==> config.mk <==
export PLATFORM = sky130hd
export DESIGN_NAME = csc_sync_top
export DESIGN_NICKNAME = d
export VERILOG_FILES = /design/src/rtl/csc_sync_pkg.sv /design/src/rtl/csc_sync_mon.sv /design/src/rtl/csc_sync_regs.sv /design/src/rtl/csc_sync_top.sv /design/src/rtl/link_qualify.sv /design/src/rtl/sync_done_delay.sv
export SDC_FILE = /design/constraint.sdc
export NUM_CORES = 1
export LEC_CHECK = 0
export ABC_AREA = 1
export BUFFER_PORTS_ARGS = -buffer_cell sky130_fd_sc_hd__buf_2
export CAP_MARGIN = 20
export CORE_MARGIN = 3
export CORE_UTILIZATION = 35
export CTS_CLUSTER_DIAMETER = 80
export DETAILED_ROUTE_END_ITERATION = 6
export PLACE_DENSITY = 0.7
export SLEW_MARGIN = 20
export SYNTH_ARGS = -nofsm -noshare
export SYNTH_HDL_FRONTEND = slang
export SYNTH_SLANG_ARGS = --single-unit
export TNS_END_PERCENT = 10
==> constraint.sdc <==
create_clock -name clock -period 3.5 [get_ports clock]
set_clock_uncertainty 0.15 [all_clocks]
set_input_delay 0.35 -clock clock [delete_from_list [all_inputs] [get_ports clock]]
set_output_delay 0.35 -clock clock [all_outputs]
set_load 0.02 [all_outputs]
==> src/rtl/csc_sync_pkg.sv <==
package csc_sync_pkg;

  // --------------------------------------------------
  // Link count and marker byte layout
  // --------------------------------------------------

  localparam int n_links_default = 5;  // One fiber per front-end cathode board
  localparam int marker_bits     = 8;  // One K-character per link per crossing

  // The overflow marker means the board dropped data, so the link says nothing about sync
  localparam logic [marker_bits-1:0] marker_overflow = 8'hFC;

  // Bits 4:1 of every legal frame marker read as E
  // This covers 1C 3C 5C 7C 9C BC DC and FD and rejects the other K-characters
  localparam logic [3:0] marker_code_valid = 4'hE;

  // --------------------------------------------------
  // Register map
  // --------------------------------------------------

  localparam int delay_bits = 4;  // Resync-done delay setting, taps 0 to 15

  localparam logic [1:0] addr_fiber_enable = 2'd0;  // Per-link enable mask
  localparam logic [1:0] addr_rxd_delay    = 2'd1;  // Resync-done delay
  localparam logic [1:0] addr_status       = 2'd2;  // Read synced and lostsync, write clears

  // Cycles of locked clock before the monitor may leave its idle state
  localparam int powerup_cycles_default = 2;

  // --------------------------------------------------
  // Marker byte, seen either whole or split into fields
  // --------------------------------------------------

  typedef struct packed {
    logic [2:0] tag;   // Crossing tag carried in the top three bits
    logic [3:0] code;  // Table code, must equal marker_code_valid
    logic       low;   // Bit 0 tells FD apart from the others
  } marker_fields_t;

  typedef union packed {
    logic [marker_bits-1:0] raw;     // Whole byte for compares across links
    marker_fields_t         fields;  // Decoded view for the table check
  } marker_t;

endpackage

==> src/rtl/csc_sync_mon.sv <==
`timescale 1ns/1ps

module csc_sync_mon #(
  parameter int n_links = 5
) (
  input  logic                                         clock,
  input  logic                                         rst,
  input  logic [n_links*csc_sync_pkg::marker_bits-1:0] kchar,          // Link i in byte i
  input  logic [n_links-1:0]                           skip,           // From the link qualifier
  input  logic                                         ready,          // Power-up done, no resync
  input  logic                                         done_delayed,   // All links resynced
  input  logic                                         lostsync_clear, // Host write to status
  output logic                                         synced,
  output logic                                         lostsync
);

  localparam int mb = csc_sync_pkg::marker_bits;

  // --------------------------------------------------
  // Split the flat bus into marker bytes
  // --------------------------------------------------

  csc_sync_pkg::marker_t marker [n_links];  // One decoded marker per link

  always_comb begin
    for (int i = 0; i < n_links; i++) begin
      marker[i].raw = kchar[i*mb +: mb];
    end
  end

  // --------------------------------------------------
  // Table and agreement checks
  // --------------------------------------------------

  logic [mb-1:0] any_ones;   // OR of unskipped markers
  logic [mb-1:0] all_ones;   // AND of unskipped markers
  logic          all_valid;  // Every unskipped marker is in the table
  logic          all_skip;   // No link takes part this cycle
  logic          in_sync;    // This cycle looks healthy

  // A bit that differs between two links shows up as 1 in the OR and 0 in the AND
  // Skipped links are forced to 0 in the OR and 1 in the AND so they never disturb either
  always_comb begin
    any_ones  = '0;
    all_ones  = '1;
    all_valid = 1'b1;
    for (int i = 0; i < n_links; i++) begin
      if (!skip[i]) begin
        any_ones = any_ones | marker[i].raw;
        all_ones = all_ones & marker[i].raw;
        if (marker[i].fields.code != csc_sync_pkg::marker_code_valid) begin
          all_valid = 1'b0;  // K-character outside the frame marker table
        end
      end
    end
  end

  assign all_skip = &skip;

  // With every link skipped there is nothing to disagree about
  assign in_sync = all_skip || ((any_ones == all_ones) && all_valid);

  // --------------------------------------------------
  // Sync flags
  // --------------------------------------------------

  logic hold_idle;  // Link is not yet trusted after power-up or resync

  assign hold_idle = !ready || !done_delayed;

  always_ff @(posedge clock) begin
    if (rst) begin
      synced   <= 1'b1;
      lostsync <= 1'b0;
    end else if (hold_idle) begin
      synced   <= 1'b1;  // Idle state reads as in sync
      lostsync <= 1'b0;  // Every resync starts a fresh history
    end else begin
      synced   <= in_sync;
      // A loss in the clear cycle itself still latches
      lostsync <= (lostsync && !lostsync_clear) || !in_sync;
    end
  end

endmodule

==> src/rtl/csc_sync_regs.sv <==
`timescale 1ns/1ps

module csc_sync_regs #(
  parameter int n_links = 5
) (
  input  logic                                clock,
  input  logic                                rst,
  input  logic                                reg_we,          // Single-cycle write strobe
  input  logic [1:0]                          reg_addr,
  input  logic [7:0]                          reg_wdata,
  input  logic                                synced,          // Live sync flag from the monitor
  input  logic                                lostsync,        // Sticky loss flag from the monitor
  output logic [7:0]                          reg_rdata,       // Combinational readback
  output logic [n_links-1:0]                  fiber_enable,
  output logic [csc_sync_pkg::delay_bits-1:0] rxd_delay,
  output logic                                lostsync_clear   // High in the write cycle only
);

  // --------------------------------------------------
  // Write decode
  // --------------------------------------------------

  logic we_enable;  // Write hits the fiber enable mask
  logic we_delay;   // Write hits the resync-done delay
  logic we_status;  // Write hits the status register

  assign we_enable = reg_we && (reg_addr == csc_sync_pkg::addr_fiber_enable);
  assign we_delay  = reg_we && (reg_addr == csc_sync_pkg::addr_rxd_delay);
  assign we_status = reg_we && (reg_addr == csc_sync_pkg::addr_status);

  // The status register holds no state of its own
  // A write there is passed straight on so the monitor drops lostsync at the same edge
  assign lostsync_clear = we_status;

  // All fibers come up enabled and the delay at its shortest tap
  always_ff @(posedge clock) begin
    if (rst) begin
      fiber_enable <= '1;
      rxd_delay    <= '0;
    end else begin
      if (we_enable) begin
        fiber_enable <= reg_wdata[n_links-1:0];  // Bits above the link count are dropped
      end
      if (we_delay) begin
        rxd_delay <= reg_wdata[csc_sync_pkg::delay_bits-1:0];
      end
    end
  end

  // --------------------------------------------------
  // Readback
  // --------------------------------------------------

  // Unused upper bits read as zero, and so does any undefined address
  always_comb begin
    reg_rdata = '0;
    case (reg_addr)
      csc_sync_pkg::addr_fiber_enable: begin
        reg_rdata[n_links-1:0] = fiber_enable;
      end
      csc_sync_pkg::addr_rxd_delay: begin
        reg_rdata[csc_sync_pkg::delay_bits-1:0] = rxd_delay;
      end
      csc_sync_pkg::addr_status: begin
        reg_rdata[0] = synced;    // Live flag
        reg_rdata[1] = lostsync;  // Sticky flag
      end
      default: begin
        reg_rdata = '0;
      end
    endcase
  end

endmodule

==> src/rtl/csc_sync_top.sv <==
`timescale 1ns/1ps

module csc_sync_top #(
  parameter int n_links        = csc_sync_pkg::n_links_default,
  parameter int powerup_cycles = csc_sync_pkg::powerup_cycles_default
) (
  input  logic                                         clock,
  input  logic                                         rst,
  input  logic                                         clk_lock,
  input  logic                                         ttc_resync,
  input  logic [n_links*csc_sync_pkg::marker_bits-1:0] kchar,       // Link i in byte i
  input  logic [n_links-1:0]                           link_good,
  input  logic [n_links-1:0]                           sync_done,
  input  logic                                         reg_we,
  input  logic [1:0]                                   reg_addr,
  input  logic [7:0]                                   reg_wdata,
  output logic [7:0]                                   reg_rdata,
  output logic                                         synced,      // Live, all links agree
  output logic                                         lostsync     // Sticky until cleared
);

  // --------------------------------------------------
  // Internal wiring
  // --------------------------------------------------

  logic [n_links-1:0]                  fiber_enable;    // Host mask of active fibers
  logic [csc_sync_pkg::delay_bits-1:0] rxd_delay;       // Resync-done delay tap
  logic                                lostsync_clear;  // Status write strobe
  logic [n_links-1:0]                  skip;            // Links left out this cycle
  logic                                ready;           // Power-up done and no resync
  logic                                done_delayed;    // Delayed all-links resync done

  csc_sync_regs #(.n_links(n_links)) i_csc_sync_regs (
    .clock          (clock),
    .rst            (rst),
    .reg_we         (reg_we),
    .reg_addr       (reg_addr),
    .reg_wdata      (reg_wdata),
    .synced         (synced),
    .lostsync       (lostsync),
    .reg_rdata      (reg_rdata),
    .fiber_enable   (fiber_enable),
    .rxd_delay      (rxd_delay),
    .lostsync_clear (lostsync_clear)
  );

  link_qualify #(.n_links(n_links)) i_link_qualify (
    .clock        (clock),
    .rst          (rst),
    .kchar        (kchar),
    .link_good    (link_good),
    .fiber_enable (fiber_enable),
    .skip         (skip)
  );

  sync_done_delay #(
    .powerup_cycles (powerup_cycles),
    .n_links        (n_links)
  ) i_sync_done_delay (
    .clock        (clock),
    .rst          (rst),
    .clk_lock     (clk_lock),
    .ttc_resync   (ttc_resync),
    .sync_done    (sync_done),
    .rxd_delay    (rxd_delay),
    .ready        (ready),
    .done_delayed (done_delayed)
  );

  csc_sync_mon #(.n_links(n_links)) i_csc_sync_mon (
    .clock          (clock),
    .rst            (rst),
    .kchar          (kchar),
    .skip           (skip),
    .ready          (ready),
    .done_delayed   (done_delayed),
    .lostsync_clear (lostsync_clear),
    .synced         (synced),
    .lostsync       (lostsync)
  );

endmodule

==> src/rtl/link_qualify.sv <==
`timescale 1ns/1ps

module link_qualify #(
  parameter int n_links = 5
) (
  input  logic                                       clock,
  input  logic                                       rst,
  input  logic [n_links*csc_sync_pkg::marker_bits-1:0] kchar,         // Link i in byte i
  input  logic [n_links-1:0]                         link_good,     // Receiver reports a clean link
  input  logic [n_links-1:0]                         fiber_enable,  // Mask from the register block
  output logic [n_links-1:0]                         skip           // Leave this link out of the check
);

  localparam int mb = csc_sync_pkg::marker_bits;

  // --------------------------------------------------
  // Link-good history
  // --------------------------------------------------

  logic [n_links-1:0] good_r1;  // link_good one cycle ago
  logic [n_links-1:0] good_r2;  // link_good two cycles ago

  // A link that just recovered may still carry stale markers for a couple of crossings
  // Clearing the history on reset keeps every link out of the check until it has been good twice
  always_ff @(posedge clock) begin
    if (rst) begin
      good_r1 <= '0;
      good_r2 <= '0;
    end else begin
      good_r1 <= link_good;
      good_r2 <= good_r1;
    end
  end

  // --------------------------------------------------
  // Skip decision per link
  // --------------------------------------------------

  logic [n_links-1:0] is_overflow;  // Link carries the overflow marker this cycle

  always_comb begin
    for (int i = 0; i < n_links; i++) begin
      is_overflow[i] = (kchar[i*mb +: mb] == csc_sync_pkg::marker_overflow);
    end
  end

  // Any one reason is enough to skip a link
  always_comb begin
    for (int i = 0; i < n_links; i++) begin
      skip[i] = is_overflow[i]      // Board overflowed, marker means nothing
             || !fiber_enable[i]    // Fiber switched off by the host
             || !link_good[i]       // Bad right now
             || !good_r1[i]         // Bad one cycle ago
             || !good_r2[i];        // Bad two cycles ago
    end
  end

endmodule

==> src/rtl/sync_done_delay.sv <==
`timescale 1ns/1ps

module sync_done_delay #(
  parameter int powerup_cycles = 2,
  parameter int n_links        = 5
) (
  input  logic                                clock,
  input  logic                                rst,
  input  logic                                clk_lock,      // Power-up count only runs while locked
  input  logic                                ttc_resync,    // Level, holds ready low while high
  input  logic [n_links-1:0]                  sync_done,     // Per-link resync complete
  input  logic [csc_sync_pkg::delay_bits-1:0] rxd_delay,     // Tap select for done_delayed
  output logic                                ready,
  output logic                                done_delayed
);

  // Counter wide enough to hold powerup_cycles, and never zero bits wide
  localparam int cnt_bits   = $clog2(powerup_cycles + 2);
  localparam int hist_depth = 2 ** csc_sync_pkg::delay_bits;  // Sixteen taps

  // --------------------------------------------------
  // Power-up and resync ready
  // --------------------------------------------------

  logic [cnt_bits-1:0] pwr_cnt;   // Locked cycles seen since reset
  logic                power_up;  // Counter has reached its end value

  assign power_up = (pwr_cnt == cnt_bits'(powerup_cycles));

  // Counter stops at powerup_cycles and stays there until the next reset
  always_ff @(posedge clock) begin
    if (rst) begin
      pwr_cnt <= '0;
    end else if (clk_lock && !power_up) begin
      pwr_cnt <= pwr_cnt + 1'b1;
    end
  end

  always_ff @(posedge clock) begin
    if (rst) begin
      ready <= 1'b0;
    end else begin
      ready <= power_up && !ttc_resync;  // Any resync cycle drops ready for one edge at least
    end
  end

  // --------------------------------------------------
  // All-links resync-done delay line
  // --------------------------------------------------

  logic                  all_done;  // Every link has finished its resync
  logic [hist_depth-1:0] done_hist; // Bit k is all_done from k+1 cycles ago

  assign all_done = &sync_done;

  always_ff @(posedge clock) begin
    if (rst) begin
      done_hist <= '0;
    end else begin
      done_hist <= {done_hist[hist_depth-2:0], all_done};
    end
  end

  // Tap zero already sits one cycle behind all_done, so the delay is rxd_delay plus one
  assign done_delayed = done_hist[rxd_delay];

endmodule

# == After elaboration in Yosys (flattened, before gate mapping) ==
# Index checks and enable logic that the tools add are counted.
# totals
reg_bits,40
latch_bits,0
ram_bits,0
romBits,0
in_bits,65
elab_cells,118
memories,0
# classes
n_addsub,1
multipliers,0
div,0
order_cmp,1
n_eq_ne,14
shift,0
n_mux,25
n_bitwise,8
n_reduce_logical,60
# ops
cell,count
$mux W8,10
$eq A8 B8 Y1 const B,5
$and A8 B8 Y8,4
$or A8 B8 Y8,4
$logic_not A1 Y1,26
$logic_or A1 B1 Y1,23
$ne A4 B4 Y1 const B,5
$mux W1,12
$reduce_and A5 Y1,2
$eq A8 B8 Y1,1
$logic_and A1 B1 Y1,7
$pmux W2 S3,1
$lt A4 B5 Y1 const B,1
$bmux W1 S4,1
$eq A2 B2 Y1 const B,2
$pmux W2 S2,1
$add A2 B1 Y2 const B,1
$eq A2 B1 Y1 const B,1
$logic_not A2 Y1,1
$reduce_or A2 Y1,1

# == Logic depth before layout (Yosys ltp) ==
# logic_depth
word_depth,19
mapped_depth,16

# == Modules after synthesis ==
# A second synthesis with hierarchy kept.
# unflattened
cells_unflattened,442
hier_area_um2,2598.7
# by_module_without_submodules
module,instances,cells_each,area_per_inst_um2,seq_area_each_um2
csc_sync_mon,1,182,834.6,40.0
sync_done_delay,1,101,749.5,380.4
link_qualify,1,91,530.5,200.2
csc_sync_regs,1,68,484.2,180.2

# == Least setup slack after synthesis ==
# OpenSTA, ideal clock, no wires.
# synth_path
path_type,input to register
startpoint,in kchar[0] (netlist bit)
endpoint,reg i_csc_sync_mon.lostsync
setup_ns,0.112
arrival_ns,1.343
path_slack_ns,1.895
stages,15
path_cell_list,inv_1 > nand2_1 > nor2_2 > nand2_2 > buf_6 > nand3_1 > nand2_1 > nor2_2 > nand2_1 > nand2_1 > nand3_1 > nor2_1 > nand2_1 > nand2_2 > nand2_2
# synth_between
elab_chain_cells,19
# synth_rtl
item,line_no,text
from (decl),csc_sync_top.sv:11,"input logic [n_links*csc_sync_pkg::marker_bits-1:0] kchar,"
$eq A8 B8 Y1,link_qualify.sv:43,is_overflow[i] = (kchar[i*mb +: mb] == csc_sync_pkg::marker_overflow);
$logic_or A1 B1 Y1,link_qualify.sv:51,|| !fiber_enable[i]
$logic_or A1 B1 Y1,link_qualify.sv:52,|| !link_good[i]
$logic_or A1 B1 Y1,link_qualify.sv:53,|| !good_r1[i]
$logic_or A1 B1 Y1,link_qualify.sv:54,|| !good_r2[i];
$mux W8,csc_sync_mon.sv:48,if (!skip[i]) begin
$or A8 B8 Y8 or $and A8 B8 Y8 (tied branches),"csc_sync_mon.sv:49, csc_sync_mon.sv:50",
$mux W8,csc_sync_mon.sv:48,
(+3 left out),--,
$mux W8,csc_sync_mon.sv:48,
$or A8 B8 Y8 or $and A8 B8 Y8 (tied branches),"csc_sync_mon.sv:49, csc_sync_mon.sv:50",
$mux W8,csc_sync_mon.sv:48,
$eq A8 B8 Y1,csc_sync_mon.sv:61,assign in_sync = all_skip || ((any_ones == all_ones) && all_valid);
$logic_and A1 B1 Y1,csc_sync_mon.sv:61,
$logic_or A1 B1 Y1 *,csc_sync_mon.sv:61,
$logic_not A1 Y1 *,csc_sync_mon.sv:81,lostsync <= (lostsync && !lostsync_clear) || !in_sync;
$logic_or A1 B1 Y1 *,csc_sync_mon.sv:81,
to (signal assigned),csc_sync_mon.sv:81,
to (decl),csc_sync_mon.sv:14,output logic lostsync
# Mark *: on every way between the ends. The rest lies on a longest branch, timed or not.
# A chain may end at the register's enable or synchronous reset.

# == Worst setup path after layout ==
# layout_path
startpoint,reg i_csc_sync_regs.fiber_enable[1]
endpoint,reg i_csc_sync_mon.lostsync
# layout_between
elab_chain_cells,17
# layout_rtl
item,line_no,text
from (decl),csc_sync_regs.sv:14,"output logic [n_links-1:0] fiber_enable,"
from (signal assigned),csc_sync_regs.sv:42,fiber_enable <= reg_wdata[n_links-1:0];
$logic_not A1 Y1 *,link_qualify.sv:51,
$logic_or A1 B1 Y1 *,link_qualify.sv:51,
$logic_or A1 B1 Y1 *,link_qualify.sv:52,
$logic_or A1 B1 Y1 *,link_qualify.sv:53,
$logic_or A1 B1 Y1 *,link_qualify.sv:54,
$mux W8,csc_sync_mon.sv:48,
$or A8 B8 Y8 or $and A8 B8 Y8 (tied branches),"csc_sync_mon.sv:49, csc_sync_mon.sv:50",
$mux W8,csc_sync_mon.sv:48,
$or A8 B8 Y8 or $and A8 B8 Y8 (tied branches),"csc_sync_mon.sv:49, csc_sync_mon.sv:50",
$mux W8,csc_sync_mon.sv:48,
$or A8 B8 Y8 or $and A8 B8 Y8 (tied branches),"csc_sync_mon.sv:49, csc_sync_mon.sv:50",
$mux W8,csc_sync_mon.sv:48,
$eq A8 B8 Y1,csc_sync_mon.sv:61,
$logic_and A1 B1 Y1,csc_sync_mon.sv:61,
$logic_or A1 B1 Y1 *,csc_sync_mon.sv:61,
$logic_not A1 Y1 *,csc_sync_mon.sv:81,
$logic_or A1 B1 Y1 *,csc_sync_mon.sv:81,
# Marks and branches as above.

==> summary.md <==
| Metric | Value |
|---|---|
| CP max FO | 13 |
| Tot GR Track Use | 15.91% |
| Fin crit share | 61.01% |
| Reg2reg path depth | 11 |
| Cell-by-cell trace of the critical path | nand2_1 > nor2_1 > nand2_1 > nand2_1 > nor3_4 > nand2_2 > nand3_1 > nor2_1 > nand2_1 > nand2_2 > nand2_2 |
| Starting Density | 36.97% |
| Initial DRC count | 80 |
| Critical path arrival | 2.17 ns |
| Terminus of the critical flop-to-flop path | i_csc_sync_mon.lostsync |
| Filler Cells Inserted | 740 |
| Placer congestion estimate | 0.8783 |
| Max-cap viol count | 0 |
| Number of I/O pins | 75 |
| Core area | 6944 um^2 |
| Seq/Total Area, Yosys | 31.19% |
| Clock Tree Root | clkbuf_8 |
| PwrDens | 309.5 nW/um^2 |
| First-pass detailed-route iteration total | 4 |
| Status | finished, final reports clean |
| HP Start | ttc_resync |
| Crit path kind | flop to flop |
| Post-synth top flop | dfxtp_1 |
| Post-cts sizing count | 0 |
| Global route overflow | 0 |
| Synth-to-Final Area Change | 17.54% |
| Post-CTS Setup Inserts | 0 |
| Worst-Margin Slew | 0.8292 ns |
| Complex-gate fraction of the synthesized area | 8.821% |
| TritonCTS Buffers | 5 |
| Synth Cell Area | 2567 um^2 |
| First-pass GRT wire length | 11.08 mm |
| Rel. slew slack | 44.51% |
| Max incr delay on CP | 0.61 ns |
| Die span in x | 91.65 um |
| Post-synthesis mux area share | 0% |
| Layout cells sized above 1 | 21.58% |
| Worst Hold Endpoint | i_sync_done_delay.ready |
| Antenna violations before repair | 0 |
| Number of core rows | 30 |
| Fin. Hold Viols | 0 |
| Final hold slack | 0.07348 ns |
| Hold-fix buffers at CTS | 0 |
| PortBufs | 68 |
| H-tree depth | 2 |
| Worst VDD drop | 231.5 uV |
| CTS sink count | 40 |
| Number of synthesized flops with an enable pin | 0 |
| Xor/xnor cell area share of the yosys netlist | 0% |
| CTS tree | done |
| Most frequent CP cell | nand2_1 |
| Final WL | 6.454 mm |
| Post-synthesis instance total | 419 |
| Setup violations, final | 0 |
| Most common cell after layout, fill and taps aside | nand2_1 |
| Synth Register Bits | 40 |
| Longest Clk Path Bufs | 2 |
| RSZ-0062 raised after global routing | false |
| Worst setup EP type | flop |
| Simple-Gate Fraction of Synth Area | 43.47% |
| Fin. max-slew vios | 0 |
| Yosys cell types | 28 |
| Final setup TNS | 0 ns |
| Routed WL per cell | 11.17 um |
| Detail Placement HPWL | 5.135 mm |
| Mapped Avg Cell Area | 6.128 um^2 |
| Adder-Cell Fraction of Synth Area | 0.4873% |
| Critical path's slowest cell | nor2_1 |
| Vias in the first global route | 2502 |
| Final net count | 547 |
| Die area | 8400 um^2 |
| Worst reg-to-reg setup slack | 1.36 ns |
| Async set-reset flop share out of synthesis | 0% |
| Most frequent cells in the layout | 88 x nand2_1, 72 x inv_1, 68 x buf_2, 65 x nor2_1, 52 x nand3_1 |
| Min Tclk post-route | 2.135 ns |
| Routed via count | 2684 |
| Hold Crit Class | primary input to flop |
| Vias per inst | 4.644 |
| Multi-input logic area | 1366 um^2 |
| Worst EP required | 3.54 ns |
| Clock transition at path regs | 0.07 ns |
| Largest family of logic cells by synthesized area | simple AND/OR/NAND/NOR gates |
| Pwr Total | 0.0009341 W |
| Synth warnings | 0 |
| Cell leakage power | 1.512 nW |
| Reg-to-Reg Start | i_csc_sync_regs.fiber_enable[1] |
| Routed Antenna Nets | 0 |
| DRC violations left | 0 |
| Hold depth | 2 |
| Diode count | 0 |
| Die Height | 91.65 um |
| Storage element area | 800.8 um^2 |
| Max Freq | 468.3 MHz |
| Crit path launch type | flop |
| Clk Latency, worst-skew pair | 0.29 ns |
| Pin count of the biggest net entering global routing | 28 |
==> final cells by class <==
class                   count  share of cell area, %
well taps                  96                  3.980
flip-flops and latches     40                  26.53
repair buffers             68                  11.28
inverters                  79                  9.826
clock inverters             1                 0.2488
multi-input cells         287                  45.27
clock buffers               7                  2.861
==> routing by layer <==
| metal | global-route usage [%] | up-vias | share of wire [%] |
|---|---|---|---|
| met2 | 26.11 | 84 | 45 |
| met5 | 0 | - | 0 |
| met1 | 21.36 | 1180 | 47 |
| met4 | 4.020 | 0 | 0.99 |
| met3 | 3.117 | 6 | 6.8 |
| li1 | - | 1414 | - |
==> flip-flops by register name (all words and copies together) (netlist names) <==
name	flops
i_csc_sync_mon.lostsync	1
i_csc_sync_mon.synced	1
i_csc_sync_regs.fiber_enable	5
i_csc_sync_regs.rxd_delay	4
i_link_qualify.good_r1	5
i_link_qualify.good_r2	5
i_sync_done_delay.done_hist	16
i_sync_done_delay.pwr_cnt	2
i_sync_done_delay.ready	1
==> power breakdown <==
part / switching (W) / internal, W
combinational: 0.0000891 / 0.0000558
sequential: 0.00000806 / 0.000469
clock: 0.000152 / 0.000160
total: 0.000249 / 0.000685
==> cells in the mapped netlist (2+ instances only) <==
master / n / share of area (%)
nand3_2: 8 / 3.1
buf_2: 2 / 0.39
nand2_2: 6 / 1.5
nand3_1: 52 / 10
inv_2: 6 / 0.88
buf_1: 2 / 0.29
o21ai_0: 19 / 3.7
nand3b_1: 7 / 2.0
nor2_1: 65 / 9.5
dfxtp_1: 40 / 31
nand4_1: 4 / 0.97
buf_6: 5 / 2.2
o21ai_1: 5 / 0.97
a21oi_1: 15 / 2.9
inv_1: 72 / 11
nor2_2: 5 / 1.2
nor2_4: 2 / 0.88
buf_4: 4 / 1.2
nand2_1: 88 / 13
clkbuf_1: 2 / 0.29
o211ai_1: 3 / 0.88
==> critical path: cells and delay by family (launching register included) <==
kind | cells | cell delay [ns]
and+or+nand+nor | 11 | 1.49
DFF | 1 | 0.39
==> stage by stage <==
| stage | instances | utilization (%) | cell area, um^2 | worst slack [ns] |
|---|---|---|---|---|
| 2_1_floorplan | 421 | - | 2575 | 1.895 |
| 3_3_place_gp | 570 | 42.11 | 2924 | 1.367 |
| 3_5_place_dp | 570 | 42.11 | 2924 | 1.322 |
| 4_1_cts | 578 | 43.46 | 3018 | 1.393 |
| 5_1_grt | 578 | 43.46 | 3018 | 1.160 |
| 6_report | 578 | 43.46 | 3018 | 1.365 |
==> cells by family after synthesis <==
group,count (synthesis)
other,1
buffers and inverters,94
and+or+nand+nor,240
AOI/OAI and AO/OA,43
DFF,40
adders and majority gates,1
==> how the worst max path moves through the flow <==
stage | startpoint | end | slack, ns
global placement | link_good[4] | i_csc_sync_mon.synced | 1.37
CTS | i_csc_sync_regs.fiber_enable[1] | i_csc_sync_mon.lostsync | 1.39
finish | i_csc_sync_regs.fiber_enable[1] | i_csc_sync_mon.lostsync | 1.36
detailed placement | link_good[4] | i_csc_sync_mon.synced | 1.32
floorplan | kchar[0] | i_csc_sync_mon.lostsync | 1.90
global route | i_csc_sync_regs.fiber_enable[1] | i_csc_sync_mon.lostsync | 1.16
No activity file was read; power rests on OpenSTA's default activity.
